--- config.mk ---
export PLATFORM = sky130hd
export DESIGN_NAME = tile_mem_top
export DESIGN_NICKNAME = d
export VERILOG_FILES = /design/src/hw/tile_dev_pkg.sv /design/src/hw/tile_mem_pkg.sv /design/src/hw/tile_mem_top.sv /design/src/hw/tile_clint.sv /design/src/hw/tile_cfg_regs.sv /design/src/hw/tile_mem_router.sv
export VERILOG_INCLUDE_DIRS = /design/src /design/src/hw
export SDC_FILE = /design/constraint.sdc
export NUM_CORES = 1
export LEC_CHECK = 0
export BUFFER_PORTS_ARGS = -buffer_cell sky130_fd_sc_hd__buf_2
export CORE_UTILIZATION = 53
export DETAILED_ROUTE_END_ITERATION = 7
export PLACE_DENSITY = 0.79
export RECOVER_POWER = 50
export SETUP_SLACK_MARGIN = 0.3
export SLEW_MARGIN = 0
export SYNTH_ARGS = -nofsm -noshare
export SYNTH_HDL_FRONTEND = slang
export SYNTH_SLANG_ARGS = --single-unit
--- constraint.sdc ---
create_clock -name clk_i -period 9.1 [get_ports clk_i]
set_input_delay 1.365 -clock clk_i [delete_from_list [all_inputs] [get_ports clk_i]]
set_output_delay 1.365 -clock clk_i [all_outputs]
set_load 0.01 [all_outputs]
--- src/hw/tile_settings.svh ---
// ********************
// Tile memory map settings
// Widths, off-tile limit and address field positions
// ********************

`ifndef TILE_SETTINGS_SVH
`define TILE_SETTINGS_SVH

// Physical address and data word
`define TILE_PADDR_WIDTH 40
`define TILE_DATA_WIDTH  64

// Network device id of host and tile
`define TILE_DID_WIDTH   3

// First address that leaves the tile
`define TILE_LOCAL_LIMIT 40'h00_8000_0000

// Local device select field
`define TILE_DEV_LSB     20
`define TILE_DEV_WIDTH   4

// Register offset inside a device, starting at bit 0
`define TILE_REG_WIDTH   8

`endif
--- src/hw/tile_dev_pkg.sv ---
// ********************
// Tile local device types
// Device ids and register offsets of the local slices
// ********************

`include "tile_settings.svh"

package tile_dev_pkg;

  // Value of the device field for local traffic
  typedef enum logic [`TILE_DEV_WIDTH-1:0]
  {
    e_dev_clint = `TILE_DEV_WIDTH'(1),
    e_dev_cfg   = `TILE_DEV_WIDTH'(2)
  } dev_id_e;

  // Configuration slice registers
  typedef enum logic [`TILE_REG_WIDTH-1:0]
  {
    e_cfg_freeze   = `TILE_REG_WIDTH'('h00),
    e_cfg_host_did = `TILE_REG_WIDTH'('h08),
    e_cfg_my_did   = `TILE_REG_WIDTH'('h10)
  } cfg_reg_e;

  // Interrupt slice registers
  typedef enum logic [`TILE_REG_WIDTH-1:0]
  {
    e_clint_msip     = `TILE_REG_WIDTH'('h00),
    e_clint_mtimecmp = `TILE_REG_WIDTH'('h08),
    e_clint_mtime    = `TILE_REG_WIDTH'('h10)
  } clint_reg_e;

endpackage

--- src/hw/tile_mem_pkg.sv ---
// ********************
// Tile memory message types
// Opcodes carried on command and response channels
// ********************

package tile_mem_pkg;

  // One bit is enough, only loads and stores reach the tile memory map
  typedef enum logic
  {
    e_mem_load  = 1'b0,
    e_mem_store = 1'b1
  } mem_opcode_e;

endpackage

--- src/hw/tile_mem_top.sv ---
// ********************
// Tile local memory map
// Router with configuration and interrupt slices
// and an off-tile memory port
// ********************

`timescale 1ns/1ps
`include "tile_settings.svh"

module tile_mem_top
  (input  logic                           clk_i
  ,input  logic                           rst_n_i

  ,input  logic                           cmd_v_i
  ,input  tile_mem_pkg::mem_opcode_e      cmd_opcode_i
  ,input  logic [`TILE_PADDR_WIDTH-1:0]   cmd_addr_i
  ,input  logic [`TILE_DATA_WIDTH-1:0]    cmd_data_i
  ,output logic                           cmd_ready_o

  ,output logic                           resp_v_o
  ,output tile_mem_pkg::mem_opcode_e      resp_opcode_o
  ,output logic [`TILE_PADDR_WIDTH-1:0]   resp_addr_o
  ,output logic [`TILE_DATA_WIDTH-1:0]    resp_data_o
  ,input  logic                           resp_yumi_i

  ,output logic                           mem_cmd_v_o
  ,output tile_mem_pkg::mem_opcode_e      mem_cmd_opcode_o
  ,output logic [`TILE_PADDR_WIDTH-1:0]   mem_cmd_addr_o
  ,output logic [`TILE_DATA_WIDTH-1:0]    mem_cmd_data_o
  ,input  logic                           mem_cmd_ready_i

  ,input  logic                           mem_resp_v_i
  ,input  tile_mem_pkg::mem_opcode_e      mem_resp_opcode_i
  ,input  logic [`TILE_PADDR_WIDTH-1:0]   mem_resp_addr_i
  ,input  logic [`TILE_DATA_WIDTH-1:0]    mem_resp_data_i
  ,output logic                           mem_resp_yumi_o

  ,input  logic [`TILE_DID_WIDTH-1:0]     host_did_i
  ,input  logic [`TILE_DID_WIDTH-1:0]     my_did_i
  ,output logic                           freeze_o
  ,output logic                           timer_irq_o
  ,output logic                           software_irq_o
  );

  import tile_mem_pkg::*;

  // Configuration slice channels
  logic                         cfg_cmd_v, cfg_cmd_ready;
  mem_opcode_e                  cfg_cmd_opcode;
  logic [`TILE_PADDR_WIDTH-1:0] cfg_cmd_addr;
  logic [`TILE_DATA_WIDTH-1:0]  cfg_cmd_data;
  logic                         cfg_resp_v, cfg_resp_yumi;
  mem_opcode_e                  cfg_resp_opcode;
  logic [`TILE_PADDR_WIDTH-1:0] cfg_resp_addr;
  logic [`TILE_DATA_WIDTH-1:0]  cfg_resp_data;

  // Interrupt slice channels
  logic                         clint_cmd_v, clint_cmd_ready;
  mem_opcode_e                  clint_cmd_opcode;
  logic [`TILE_PADDR_WIDTH-1:0] clint_cmd_addr;
  logic [`TILE_DATA_WIDTH-1:0]  clint_cmd_data;
  logic                         clint_resp_v, clint_resp_yumi;
  mem_opcode_e                  clint_resp_opcode;
  logic [`TILE_PADDR_WIDTH-1:0] clint_resp_addr;
  logic [`TILE_DATA_WIDTH-1:0]  clint_resp_data;

  tile_mem_router router
    (.cmd_v_i(cmd_v_i), .cmd_opcode_i(cmd_opcode_i), .cmd_addr_i(cmd_addr_i)
    ,.cmd_data_i(cmd_data_i), .cmd_ready_o(cmd_ready_o)
    ,.mem_cmd_v_o(mem_cmd_v_o), .mem_cmd_opcode_o(mem_cmd_opcode_o)
    ,.mem_cmd_addr_o(mem_cmd_addr_o), .mem_cmd_data_o(mem_cmd_data_o)
    ,.mem_cmd_ready_i(mem_cmd_ready_i)
    ,.mem_resp_v_i(mem_resp_v_i), .mem_resp_opcode_i(mem_resp_opcode_i)
    ,.mem_resp_addr_i(mem_resp_addr_i), .mem_resp_data_i(mem_resp_data_i)
    ,.mem_resp_yumi_o(mem_resp_yumi_o)
    ,.cfg_cmd_v_o(cfg_cmd_v), .cfg_cmd_opcode_o(cfg_cmd_opcode)
    ,.cfg_cmd_addr_o(cfg_cmd_addr), .cfg_cmd_data_o(cfg_cmd_data)
    ,.cfg_cmd_ready_i(cfg_cmd_ready)
    ,.cfg_resp_v_i(cfg_resp_v), .cfg_resp_opcode_i(cfg_resp_opcode)
    ,.cfg_resp_addr_i(cfg_resp_addr), .cfg_resp_data_i(cfg_resp_data)
    ,.cfg_resp_yumi_o(cfg_resp_yumi)
    ,.clint_cmd_v_o(clint_cmd_v), .clint_cmd_opcode_o(clint_cmd_opcode)
    ,.clint_cmd_addr_o(clint_cmd_addr), .clint_cmd_data_o(clint_cmd_data)
    ,.clint_cmd_ready_i(clint_cmd_ready)
    ,.clint_resp_v_i(clint_resp_v), .clint_resp_opcode_i(clint_resp_opcode)
    ,.clint_resp_addr_i(clint_resp_addr), .clint_resp_data_i(clint_resp_data)
    ,.clint_resp_yumi_o(clint_resp_yumi)
    ,.resp_v_o(resp_v_o), .resp_opcode_o(resp_opcode_o), .resp_addr_o(resp_addr_o)
    ,.resp_data_o(resp_data_o), .resp_yumi_i(resp_yumi_i)
    );

  tile_cfg_regs cfg
    (.clk_i(clk_i), .rst_n_i(rst_n_i)
    ,.cmd_v_i(cfg_cmd_v), .cmd_opcode_i(cfg_cmd_opcode), .cmd_addr_i(cfg_cmd_addr)
    ,.cmd_data_i(cfg_cmd_data), .cmd_ready_o(cfg_cmd_ready)
    ,.resp_v_o(cfg_resp_v), .resp_opcode_o(cfg_resp_opcode), .resp_addr_o(cfg_resp_addr)
    ,.resp_data_o(cfg_resp_data), .resp_yumi_i(cfg_resp_yumi)
    ,.host_did_i(host_did_i), .my_did_i(my_did_i), .freeze_o(freeze_o)
    );

  tile_clint clint
    (.clk_i(clk_i), .rst_n_i(rst_n_i)
    ,.cmd_v_i(clint_cmd_v), .cmd_opcode_i(clint_cmd_opcode), .cmd_addr_i(clint_cmd_addr)
    ,.cmd_data_i(clint_cmd_data), .cmd_ready_o(clint_cmd_ready)
    ,.resp_v_o(clint_resp_v), .resp_opcode_o(clint_resp_opcode)
    ,.resp_addr_o(clint_resp_addr), .resp_data_o(clint_resp_data)
    ,.resp_yumi_i(clint_resp_yumi)
    ,.timer_irq_o(timer_irq_o), .software_irq_o(software_irq_o)
    );

endmodule

--- src/hw/tile_clint.sv ---
// ********************
// Tile interrupt slice
// Timer, compare and software interrupt registers
// ********************

`timescale 1ns/1ps
`include "tile_settings.svh"

module tile_clint
  (input  logic                           clk_i
  ,input  logic                           rst_n_i

  ,input  logic                           cmd_v_i
  ,input  tile_mem_pkg::mem_opcode_e      cmd_opcode_i
  ,input  logic [`TILE_PADDR_WIDTH-1:0]   cmd_addr_i
  ,input  logic [`TILE_DATA_WIDTH-1:0]    cmd_data_i
  ,output logic                           cmd_ready_o

  ,output logic                           resp_v_o
  ,output tile_mem_pkg::mem_opcode_e      resp_opcode_o
  ,output logic [`TILE_PADDR_WIDTH-1:0]   resp_addr_o
  ,output logic [`TILE_DATA_WIDTH-1:0]    resp_data_o
  ,input  logic                           resp_yumi_i

  ,output logic                           timer_irq_o
  ,output logic                           software_irq_o
  );

  import tile_mem_pkg::*;
  import tile_dev_pkg::*;

  logic                         cmd_fire;
  logic                         store_fire;
  clint_reg_e                   reg_sel;
  logic [`TILE_DATA_WIDTH-1:0]  rd_data;
  logic [`TILE_DATA_WIDTH-1:0]  mtime_r;
  logic [`TILE_DATA_WIDTH-1:0]  mtimecmp_r;
  logic                         msip_r;
  logic                         timer_irq_r;
  logic                         resp_v_r;

  assign cmd_ready_o = ~resp_v_r;
  assign cmd_fire    = cmd_v_i & cmd_ready_o;
  assign store_fire  = cmd_fire & (cmd_opcode_i == e_mem_store);
  assign reg_sel     = clint_reg_e'(cmd_addr_i[`TILE_REG_WIDTH-1:0]);

  always_comb
  begin
    case (reg_sel)
      e_clint_msip:     rd_data = `TILE_DATA_WIDTH'(msip_r);
      e_clint_mtimecmp: rd_data = mtimecmp_r;
      e_clint_mtime:    rd_data = mtime_r;
      default:          rd_data = '0;
    endcase
  end

  always_ff @(posedge clk_i or negedge rst_n_i)
  begin
    if (!rst_n_i)
    begin
      mtime_r     <= '0;
      mtimecmp_r  <= '1;
      msip_r      <= 1'b0;
      timer_irq_r <= 1'b0;
    end
    else
    begin
      // A store overrides the free running increment
      if (store_fire && (reg_sel == e_clint_mtime))
        mtime_r <= cmd_data_i;
      else
        mtime_r <= mtime_r + `TILE_DATA_WIDTH'(1);

      if (store_fire && (reg_sel == e_clint_mtimecmp))
        mtimecmp_r <= cmd_data_i;

      if (store_fire && (reg_sel == e_clint_msip))
        msip_r <= cmd_data_i[0];

      timer_irq_r <= (mtime_r >= mtimecmp_r);
    end
  end

  always_ff @(posedge clk_i or negedge rst_n_i)
  begin
    if (!rst_n_i)
      resp_v_r <= 1'b0;
    else if (cmd_fire)
      resp_v_r <= 1'b1;
    else if (resp_yumi_i)
      resp_v_r <= 1'b0;
  end

  // Held until the router hands back the yumi
  always_ff @(posedge clk_i)
  begin
    if (cmd_fire)
    begin
      resp_opcode_o <= cmd_opcode_i;
      resp_addr_o   <= cmd_addr_i;
      resp_data_o   <= (cmd_opcode_i == e_mem_store) ? '0 : rd_data;
    end
  end

  assign resp_v_o       = resp_v_r;
  assign timer_irq_o    = timer_irq_r;
  assign software_irq_o = msip_r;

endmodule

--- src/hw/tile_cfg_regs.sv ---
// ********************
// Tile configuration slice
// Freeze bit and network identity readback
// ********************

`timescale 1ns/1ps
`include "tile_settings.svh"

module tile_cfg_regs
  (input  logic                           clk_i
  ,input  logic                           rst_n_i

  ,input  logic                           cmd_v_i
  ,input  tile_mem_pkg::mem_opcode_e      cmd_opcode_i
  ,input  logic [`TILE_PADDR_WIDTH-1:0]   cmd_addr_i
  ,input  logic [`TILE_DATA_WIDTH-1:0]    cmd_data_i
  ,output logic                           cmd_ready_o

  ,output logic                           resp_v_o
  ,output tile_mem_pkg::mem_opcode_e      resp_opcode_o
  ,output logic [`TILE_PADDR_WIDTH-1:0]   resp_addr_o
  ,output logic [`TILE_DATA_WIDTH-1:0]    resp_data_o
  ,input  logic                           resp_yumi_i

  ,input  logic [`TILE_DID_WIDTH-1:0]     host_did_i
  ,input  logic [`TILE_DID_WIDTH-1:0]     my_did_i
  ,output logic                           freeze_o
  );

  import tile_mem_pkg::*;
  import tile_dev_pkg::*;

  logic                         cmd_fire;
  logic                         store_fire;
  cfg_reg_e                     reg_sel;
  logic [`TILE_DATA_WIDTH-1:0]  rd_data;
  logic                         freeze_r;
  logic                         resp_v_r;

  assign cmd_ready_o = ~resp_v_r;
  assign cmd_fire    = cmd_v_i & cmd_ready_o;
  assign store_fire  = cmd_fire & (cmd_opcode_i == e_mem_store);
  assign reg_sel     = cfg_reg_e'(cmd_addr_i[`TILE_REG_WIDTH-1:0]);

  // Unmapped offsets read as zero
  always_comb
  begin
    case (reg_sel)
      e_cfg_freeze:   rd_data = `TILE_DATA_WIDTH'(freeze_r);
      e_cfg_host_did: rd_data = `TILE_DATA_WIDTH'(host_did_i);
      e_cfg_my_did:   rd_data = `TILE_DATA_WIDTH'(my_did_i);
      default:        rd_data = '0;
    endcase
  end

  always_ff @(posedge clk_i or negedge rst_n_i)
  begin
    if (!rst_n_i)
    begin
      freeze_r <= 1'b1;
      resp_v_r <= 1'b0;
    end
    else
    begin
      if (store_fire && (reg_sel == e_cfg_freeze))
        freeze_r <= cmd_data_i[0];
      if (cmd_fire)
        resp_v_r <= 1'b1;
      else if (resp_yumi_i)
        resp_v_r <= 1'b0;
    end
  end

  // One-entry response buffer
  always_ff @(posedge clk_i)
  begin
    if (cmd_fire)
    begin
      resp_opcode_o <= cmd_opcode_i;
      resp_addr_o   <= cmd_addr_i;
      resp_data_o   <= (cmd_opcode_i == e_mem_store) ? '0 : rd_data;
    end
  end

  assign resp_v_o = resp_v_r;
  assign freeze_o = freeze_r;

endmodule

--- src/hw/tile_mem_router.sv ---
// ********************
// Tile memory router
// Decodes commands to off-tile, config or interrupt slice
// and merges the responses in fixed priority
// ********************

`timescale 1ns/1ps
`include "tile_settings.svh"

module tile_mem_router
  (input  logic                           cmd_v_i
  ,input  tile_mem_pkg::mem_opcode_e      cmd_opcode_i
  ,input  logic [`TILE_PADDR_WIDTH-1:0]   cmd_addr_i
  ,input  logic [`TILE_DATA_WIDTH-1:0]    cmd_data_i
  ,output logic                           cmd_ready_o

  ,output logic                           mem_cmd_v_o
  ,output tile_mem_pkg::mem_opcode_e      mem_cmd_opcode_o
  ,output logic [`TILE_PADDR_WIDTH-1:0]   mem_cmd_addr_o
  ,output logic [`TILE_DATA_WIDTH-1:0]    mem_cmd_data_o
  ,input  logic                           mem_cmd_ready_i

  ,input  logic                           mem_resp_v_i
  ,input  tile_mem_pkg::mem_opcode_e      mem_resp_opcode_i
  ,input  logic [`TILE_PADDR_WIDTH-1:0]   mem_resp_addr_i
  ,input  logic [`TILE_DATA_WIDTH-1:0]    mem_resp_data_i
  ,output logic                           mem_resp_yumi_o

  ,output logic                           cfg_cmd_v_o
  ,output tile_mem_pkg::mem_opcode_e      cfg_cmd_opcode_o
  ,output logic [`TILE_PADDR_WIDTH-1:0]   cfg_cmd_addr_o
  ,output logic [`TILE_DATA_WIDTH-1:0]    cfg_cmd_data_o
  ,input  logic                           cfg_cmd_ready_i
  ,input  logic                           cfg_resp_v_i
  ,input  tile_mem_pkg::mem_opcode_e      cfg_resp_opcode_i
  ,input  logic [`TILE_PADDR_WIDTH-1:0]   cfg_resp_addr_i
  ,input  logic [`TILE_DATA_WIDTH-1:0]    cfg_resp_data_i
  ,output logic                           cfg_resp_yumi_o

  ,output logic                           clint_cmd_v_o
  ,output tile_mem_pkg::mem_opcode_e      clint_cmd_opcode_o
  ,output logic [`TILE_PADDR_WIDTH-1:0]   clint_cmd_addr_o
  ,output logic [`TILE_DATA_WIDTH-1:0]    clint_cmd_data_o
  ,input  logic                           clint_cmd_ready_i
  ,input  logic                           clint_resp_v_i
  ,input  tile_mem_pkg::mem_opcode_e      clint_resp_opcode_i
  ,input  logic [`TILE_PADDR_WIDTH-1:0]   clint_resp_addr_i
  ,input  logic [`TILE_DATA_WIDTH-1:0]    clint_resp_data_i
  ,output logic                           clint_resp_yumi_o

  ,output logic                           resp_v_o
  ,output tile_mem_pkg::mem_opcode_e      resp_opcode_o
  ,output logic [`TILE_PADDR_WIDTH-1:0]   resp_addr_o
  ,output logic [`TILE_DATA_WIDTH-1:0]    resp_data_o
  ,input  logic                           resp_yumi_i
  );

  import tile_dev_pkg::*;

  logic    local_cmd;
  dev_id_e dev_sel;

  assign local_cmd = (cmd_addr_i < `TILE_LOCAL_LIMIT);
  assign dev_sel   = dev_id_e'(cmd_addr_i[`TILE_DEV_LSB +: `TILE_DEV_WIDTH]);

  assign cmd_ready_o = mem_cmd_ready_i & cfg_cmd_ready_i & clint_cmd_ready_i;

  // Each valid also waits on the other two readies, so a destination
  // only sees a command in the cycle the upstream transfer happens
  assign mem_cmd_v_o   = cmd_v_i & ~local_cmd & cfg_cmd_ready_i & clint_cmd_ready_i;
  assign cfg_cmd_v_o   = cmd_v_i & local_cmd & (dev_sel == e_dev_cfg)
                         & mem_cmd_ready_i & clint_cmd_ready_i;
  assign clint_cmd_v_o = cmd_v_i & local_cmd & (dev_sel == e_dev_clint)
                         & mem_cmd_ready_i & cfg_cmd_ready_i;

  assign mem_cmd_opcode_o   = cmd_opcode_i;
  assign mem_cmd_addr_o     = cmd_addr_i;
  assign mem_cmd_data_o     = cmd_data_i;
  assign cfg_cmd_opcode_o   = cmd_opcode_i;
  assign cfg_cmd_addr_o     = cmd_addr_i;
  assign cfg_cmd_data_o     = cmd_data_i;
  assign clint_cmd_opcode_o = cmd_opcode_i;
  assign clint_cmd_addr_o   = cmd_addr_i;
  assign clint_cmd_data_o   = cmd_data_i;

  // Off-tile first, then config, then interrupt slice
  assign resp_v_o          = mem_resp_v_i | cfg_resp_v_i | clint_resp_v_i;
  assign mem_resp_yumi_o   = resp_yumi_i & mem_resp_v_i;
  assign cfg_resp_yumi_o   = resp_yumi_i & ~mem_resp_v_i & cfg_resp_v_i;
  assign clint_resp_yumi_o = resp_yumi_i & ~mem_resp_v_i & ~cfg_resp_v_i & clint_resp_v_i;

  always_comb
  begin
    if (mem_resp_v_i)
    begin
      resp_opcode_o = mem_resp_opcode_i;
      resp_addr_o   = mem_resp_addr_i;
      resp_data_o   = mem_resp_data_i;
    end
    else if (cfg_resp_v_i)
    begin
      resp_opcode_o = cfg_resp_opcode_i;
      resp_addr_o   = cfg_resp_addr_i;
      resp_data_o   = cfg_resp_data_i;
    end
    else
    begin
      resp_opcode_o = clint_resp_opcode_i;
      resp_addr_o   = clint_resp_addr_i;
      resp_data_o   = clint_resp_data_i;
    end
  end

endmodule

## Word level (Yosys, flattened, before mapping)

Index checks and enable logic that the tools add are counted.

- Flip-flop bits (word level): 343
- Input bits: 222
- Output and inout port bits: 217
- Word-level logic and storage cells: 67

- Add/sub/neg operators: 1
- Magnitude comparators: 2
- Equality and inequality tests: 4
- Muxes and demuxes: 13
- Bitwise operators: 27
- Reduce and logical (&&, ||, !) cells: 7

Operator list:

| kind | number |
|---|---|
| $mux 64 | 3 |
| $pmux 64 s3 | 1 |
| $mux 40 | 2 |
| $add 64x1->64 const B | 1 |
| $ge 64x64->1 | 1 |
| $lt 40x32->1 const B | 1 |
| $and 1x1->1 | 21 |
| $pmux 3 s3 | 1 |
| $eq 8x4->1 const B | 1 |
| $eq 8x5->1 const B | 1 |
| $logic_not 8->1 | 1 |
| $mux 1 | 6 |
| $eq 4x1->1 const B | 1 |
| $eq 4x2->1 const B | 1 |
| $logic_and 1x1->1 | 4 |
| $not 1->1 | 4 |
| $reduce_bool 2->1 | 2 |
| $or 1x1->1 | 2 |

## Logic depth before layout (Yosys ltp)

- Depth in word-level cells: 9
- Mapped depth: 8
- Mapped depth without buffers: 8

## Cells and area by module

A second synthesis with hierarchy kept.

- Cell total of the unflattened synthesis: 1,833
- Area total of the unflattened synthesis: 18,277.5 µm²

Modules (own cells, without submodules):

| module | times used | cells an instance | area an instance (µm²) | seq. area each (µm²) |
|---|---|---|---|---|
| tile_clint | 1 | 1,023 | 11,663.7 | 6,511.2 |
| tile_mem_router | 1 | 683 | 4,647.0 | 0.0 |
| tile_cfg_regs | 1 | 127 | 1,966.9 | 1,372.6 |

## Worst setup path before layout

No wires, ideal clock.

- Kind: input to register
- Start point: in cmd_addr_i[36]
- End point: reg clint.mtime_r[10]
- Setup time: 0.077 ns
- Arrival: 7.351 ns
- Required time: 9.023 ns
- Path slack: 1.671 ns
- Stages: 7
- Path buffers: 2
- Cell sequence: nor4_1 -> nand3_1 -> nor3_2 -> nand3_2 -> buf_2 -> buf_6 -> a21oi_1

- Word-level cells in the longest chain between the ends: 9

Ends and longest elaborated chain:

| item | line | RTL |
|---|---|---|
| start: declaration | tile_mem_top.sv:16 | `` ,input logic [`TILE_PADDR_WIDTH-1:0] cmd_addr_i `` |
| $lt 40x32->1 (no line) | n/a |  |
| $and 1x1->1 (2 in series) | tile_mem_router.sv:73 | `assign clint_cmd_v_o = cmd_v_i & local_cmd & (dev_sel == e_dev_clint)` |
| $and 1x1->1 (2 in series) | tile_mem_router.sv:74 | `& mem_cmd_ready_i & cfg_cmd_ready_i;` |
| $and 1x1->1 | tile_clint.sv:43 | `assign cmd_fire = cmd_v_i & cmd_ready_o;` |
| named net clint.cmd_fire | tile_clint.sv:32 | `logic cmd_fire;` |
| $and 1x1->1 | tile_clint.sv:44 | `assign store_fire = cmd_fire & (cmd_opcode_i == e_mem_store);` |
| $logic_and 1x1->1 | tile_clint.sv:69 | `if (store_fire && (reg_sel == e_clint_mtime))` |
| $mux 64 | tile_clint.sv:69 |  |
| end signal: assignment | tile_clint.sv:70 | `mtime_r <= cmd_data_i;` |
| end signal: assignment | tile_clint.sv:72 | `` mtime_r <= mtime_r + `TILE_DATA_WIDTH'(1); `` |
| end: declaration | tile_clint.sv:36 | `` logic [`TILE_DATA_WIDTH-1:0] mtime_r; `` |

The timed path passes the listed nets, and every way through them passes these cells.
A chain may end at the register's enable or synchronous reset.

## Worst setup path after layout

- Start point: in cmd_addr_i[36]
- End point: reg clint.resp_data_o[20] (enable)

- Word-level cells in the longest chain between the ends: 6

Ends and longest elaborated chain:

| item | line | RTL |
|---|---|---|
| $lt 40x32->1 (no line) | n/a |  |
| $and 1x1->1 (2 in series) | tile_mem_router.sv:73 |  |
| $and 1x1->1 (2 in series) | tile_mem_router.sv:74 |  |
| $and 1x1->1 | tile_clint.sv:43 |  |
| named net clint.cmd_fire | tile_clint.sv:32 |  |
| end signal: assignment | tile_clint.sv:101 | `resp_data_o <= (cmd_opcode_i == e_mem_store) ? '0 : rd_data;` |
| end: declaration | tile_clint.sv:22 | `` ,output logic [`TILE_DATA_WIDTH-1:0] resp_data_o `` |

The timed path passes the listed nets, and every way through them passes these cells.

==> summary.md <==
| Metric | Value |
|---|---|
| Worst-Skew Late Latency | 0.56 ns |
| Clock Tree Buf Depth | 3 |
| Via count | 12.1k |
| Multi-input logic area | 6320 µm² |
| Grt ovf | 0 |
| Final Hold Fails | 0 |
| Net Count, Synth | 1,721 |
| Ports | 439 |
| Setup TNS | 0 ns |
| Pin count of the biggest net entering global routing | 100 |
| Pwr Density | 156 nW/µm² |
| Die height | 174 µm |
| Initial core utilization | 0.540 |
| Gpl congestion | 0.867 |
| Setup Fix Bufs, Post-CTS | 0 |
| Clock Sinks | 282 |
| CP Data Required Time | 9.27 ns |
| Overall Power | 2830 µW |
| Crit path max-delay cell type | clkbuf_1 |
| Number of max-cap violations | 3 |
| Synth-to-layout area growth | 16.3% |
| Top cells by area, synth | edfxtp_1 29%, dfstp_2 11%, dfrtp_1 11% |
| Hold_sp | clint.software_irq_o |
| Num CTS Buffers | 30 |
| Vias in the first global route | 11.8k |
| Most common cell after layout, fill and taps aside | buf_2 |
| DRT iter0 DRCs | 727 |
| EDFF count, synth | 149 |
| Violated checks | max-capacitance violations, max-slew violations |
| Ys flop type | edfxtp_1 |
| Top cell by count, worst path | clkbuf_1 |
| Fillers | 2,392 |
| FP Rows | 62 |
| H-tree depth | 1 |
| Worst-path cell chain | clkbuf_1 -> nor4_1 -> nand3_1 -> nor3_1 -> clkbuf_1 -> buf_4 |
| First-pass GRT wire length | 63.8 mm |
| Post-Synthesis Cells | 1,434 |
| Worst Reg-to-Reg Cells | 6 |
| Syn_area_per_cell | 10.9 µm² |
| Drt via density | 5.65 |
| Crit path max fanout | 82 |
| CP endpoint kind | flip-flop |
| Crit share post-route | 0.522 |
| Hold Crit Class | flip-flop to flip-flop |
| Drt total wl | 41.6 mm |
| Share of layout cells above drive strength 1 | 0.268 |
| Max_slew headroom | -1.23 |
| Dpl hpwl | 29.1 mm |
| Most frequent cells in the layout | 308 x buf_2, 153 x nor2_1, 149 x edfxtp_1 |
| DRT antenna net count | 0 |
| Wire per inst | 19.4 µm |
| Hold Path Cell Cnt | 1 |
| Port bufs | 438 |
| DRC Markers | 0 |
| Library cells used by synthesis | 56 |
| RSZ-0062 raised after global routing | false |
| Setup Viol. Count Final | 0 |
| Max Clk Rate | 0.211 GHz |
| Outcome | finished with violations |
| Critical Path Start | cmd_addr_i[36] |
| Seq cells post-synth | 282 |
| Synth top area share | 0.287 |
| P_leak | 0.00700 µW |
| Synth warn | 0 |
| Reg clk slew, reported paths | 0.06 ns |
| Fin nets | 2,024 |
| Root Driver | clkbuf_16 |
| Die width | 174 µm |
| Crit path largest cell delay | 1.16 ns |
| Gr usage total | 0.270 |
| Critical path type | input port to flip-flop |
| Synthesized cell area | 15,600 µm² |
| Slew Viols, Final | 116 |
| CORE AREA | 28,900 µm² |
| TritonCTS clock tree | yes |
| Antenna violations before repair | 4 |
| Crit path DAT | 4.92 ns |
| Reg area | 7890 µm² |
| CTS resizes | 0 |
| Drt first pass iters | 5 |
| Leading area contributor after synthesis | edfxtp_1 |
| IR drop worst, VDD | 0.126 mV |
| Tmin final | 4.75 ns |
| Die area | 30,100 µm² |
| Post-synthesis sequential area ratio | 0.506 |
| Cts hold-fix bufs | 0 |
| Asr flop ratio synth | 0.472 |
| RR Startpoint | cfg.resp_v_o |
| Worst-margin pin slew | 3.35 ns |
| Clk_skew | 0.00724 ns |
| CP Launch Type | input port |
==> routing by layer <==
metal	global-route usage	up-vias	part of all wire	routed length, µm
met2	0.476	482	0.51	21200
met1	0.339	5911	0.40	16700
met3	0.0371	70	0.058	2400
met4	0.0911	2	0.031	1280
met5	0	-	0.00029	12
li1	-	5667	-	-
==> per-stage QoR <==
| stage | utilization | hold slack, ns | instances | worst slack [ns] | cell area [µm²] |
|---|---|---|---|---|---|
| floorplan | - | 0.487 | 1434 | 1.67 | 15600 |
| global placement | 0.598 | 0.523 | 2089 | 4.42 | 17300 |
| detailed placement | 0.598 | 0.539 | 2089 | 4.39 | 17300 |
| CTS | 0.636 | 0.554 | 2145 | 4.38 | 18300 |
| global route | 0.628 | 0.576 | 2146 | 4.12 | 18100 |
| finish | 0.628 | 0.557 | 2147 | 4.35 | 18100 |
==> cell families after synthesis <==
family                     count (synthesis)  synth area share
muxes                                    114            0.0786
DFF                                      282             0.506
buffers and inverters                    245            0.0893
adders and majority gates                 65            0.0522
AOI/OAI and AO/OA                        285             0.119
xor gates and xnor gates                  62            0.0348
and+or+nand+nor                          381             0.121
==> layout make-up <==
class,count,area share
sequential,282,0.435
multi-input combinational,907,0.349
timing repair buffer,451,0.117
clock buffer,44,0.0516
tap,384,0.0265
inverter,65,0.0135
clock inverter,12,0.00752
antenna,2,0.000276
==> path summary, 6_finish.rpt <==
| path | to | slack (ns) |
|---|---|---|
| worst min register to register | clint.software_irq_o | 0.56 |
| worst max register to register | clint.resp_data_o[20] | 4.56 |
| worst max-delay path | clint.resp_data_o[20] | 4.35 |
| max in group asynchronous | cfg.resp_v_o | 4.82 |
| worst min-delay path | clint.software_irq_o | 0.56 |
| min in group asynchronous | clint.mtime_r[17] | 1.92 |
==> registers in the layout, indices dropped and copies added, names as in the netlist <==
name,cells
clint.software_irq_o,1
cfg.resp_v_o,1
clint.resp_opcode_o,1
cfg.resp_addr_o,40
cfg.resp_data_o,3
clint.resp_data_o,64
clint.resp_v_o,1
cfg.freeze_o,1
clint.resp_addr_o,40
clint.mtime_r,64
clint.mtimecmp_r,64
clint.timer_irq_o,1
cfg.resp_opcode_o,1
==> synth_stat cells (all sizes together) (5+ instances only) <==
cell type    n
a21oi       93
a22o        60
a22oi       66
and2         6
and3        15
and4        13
buf        130
clkbuf      50
dfrtp       68
dfstp       65
edfxtp     149
ha          65
inv         65
mux2        68
mux2i       46
nand2       87
nand2b       5
nand3       47
nand4       23
nor2       155
nor3        12
nor4         6
o21ai       57
xnor2       12
xor2        50
==> power by group <==
group / internal (µW) / switching (µW) / leakage [µW] / total, µW
Sequential: 1340 / 0.153 / 0.00278 / 1340
Combinational: 78.7 / 121 / 0.00369 / 200
Clock: 772 / 517 / 0.000527 / 1290
Total: 2190 / 638 / 0.00700 / 2830
==> critical path, delay by kind of cell <==
family	cells	cell delay, ns
buffers and inverters	3	2.35
AND/OR/NAND/NOR	3	1.15
Power figures use the tool's default switching activity.
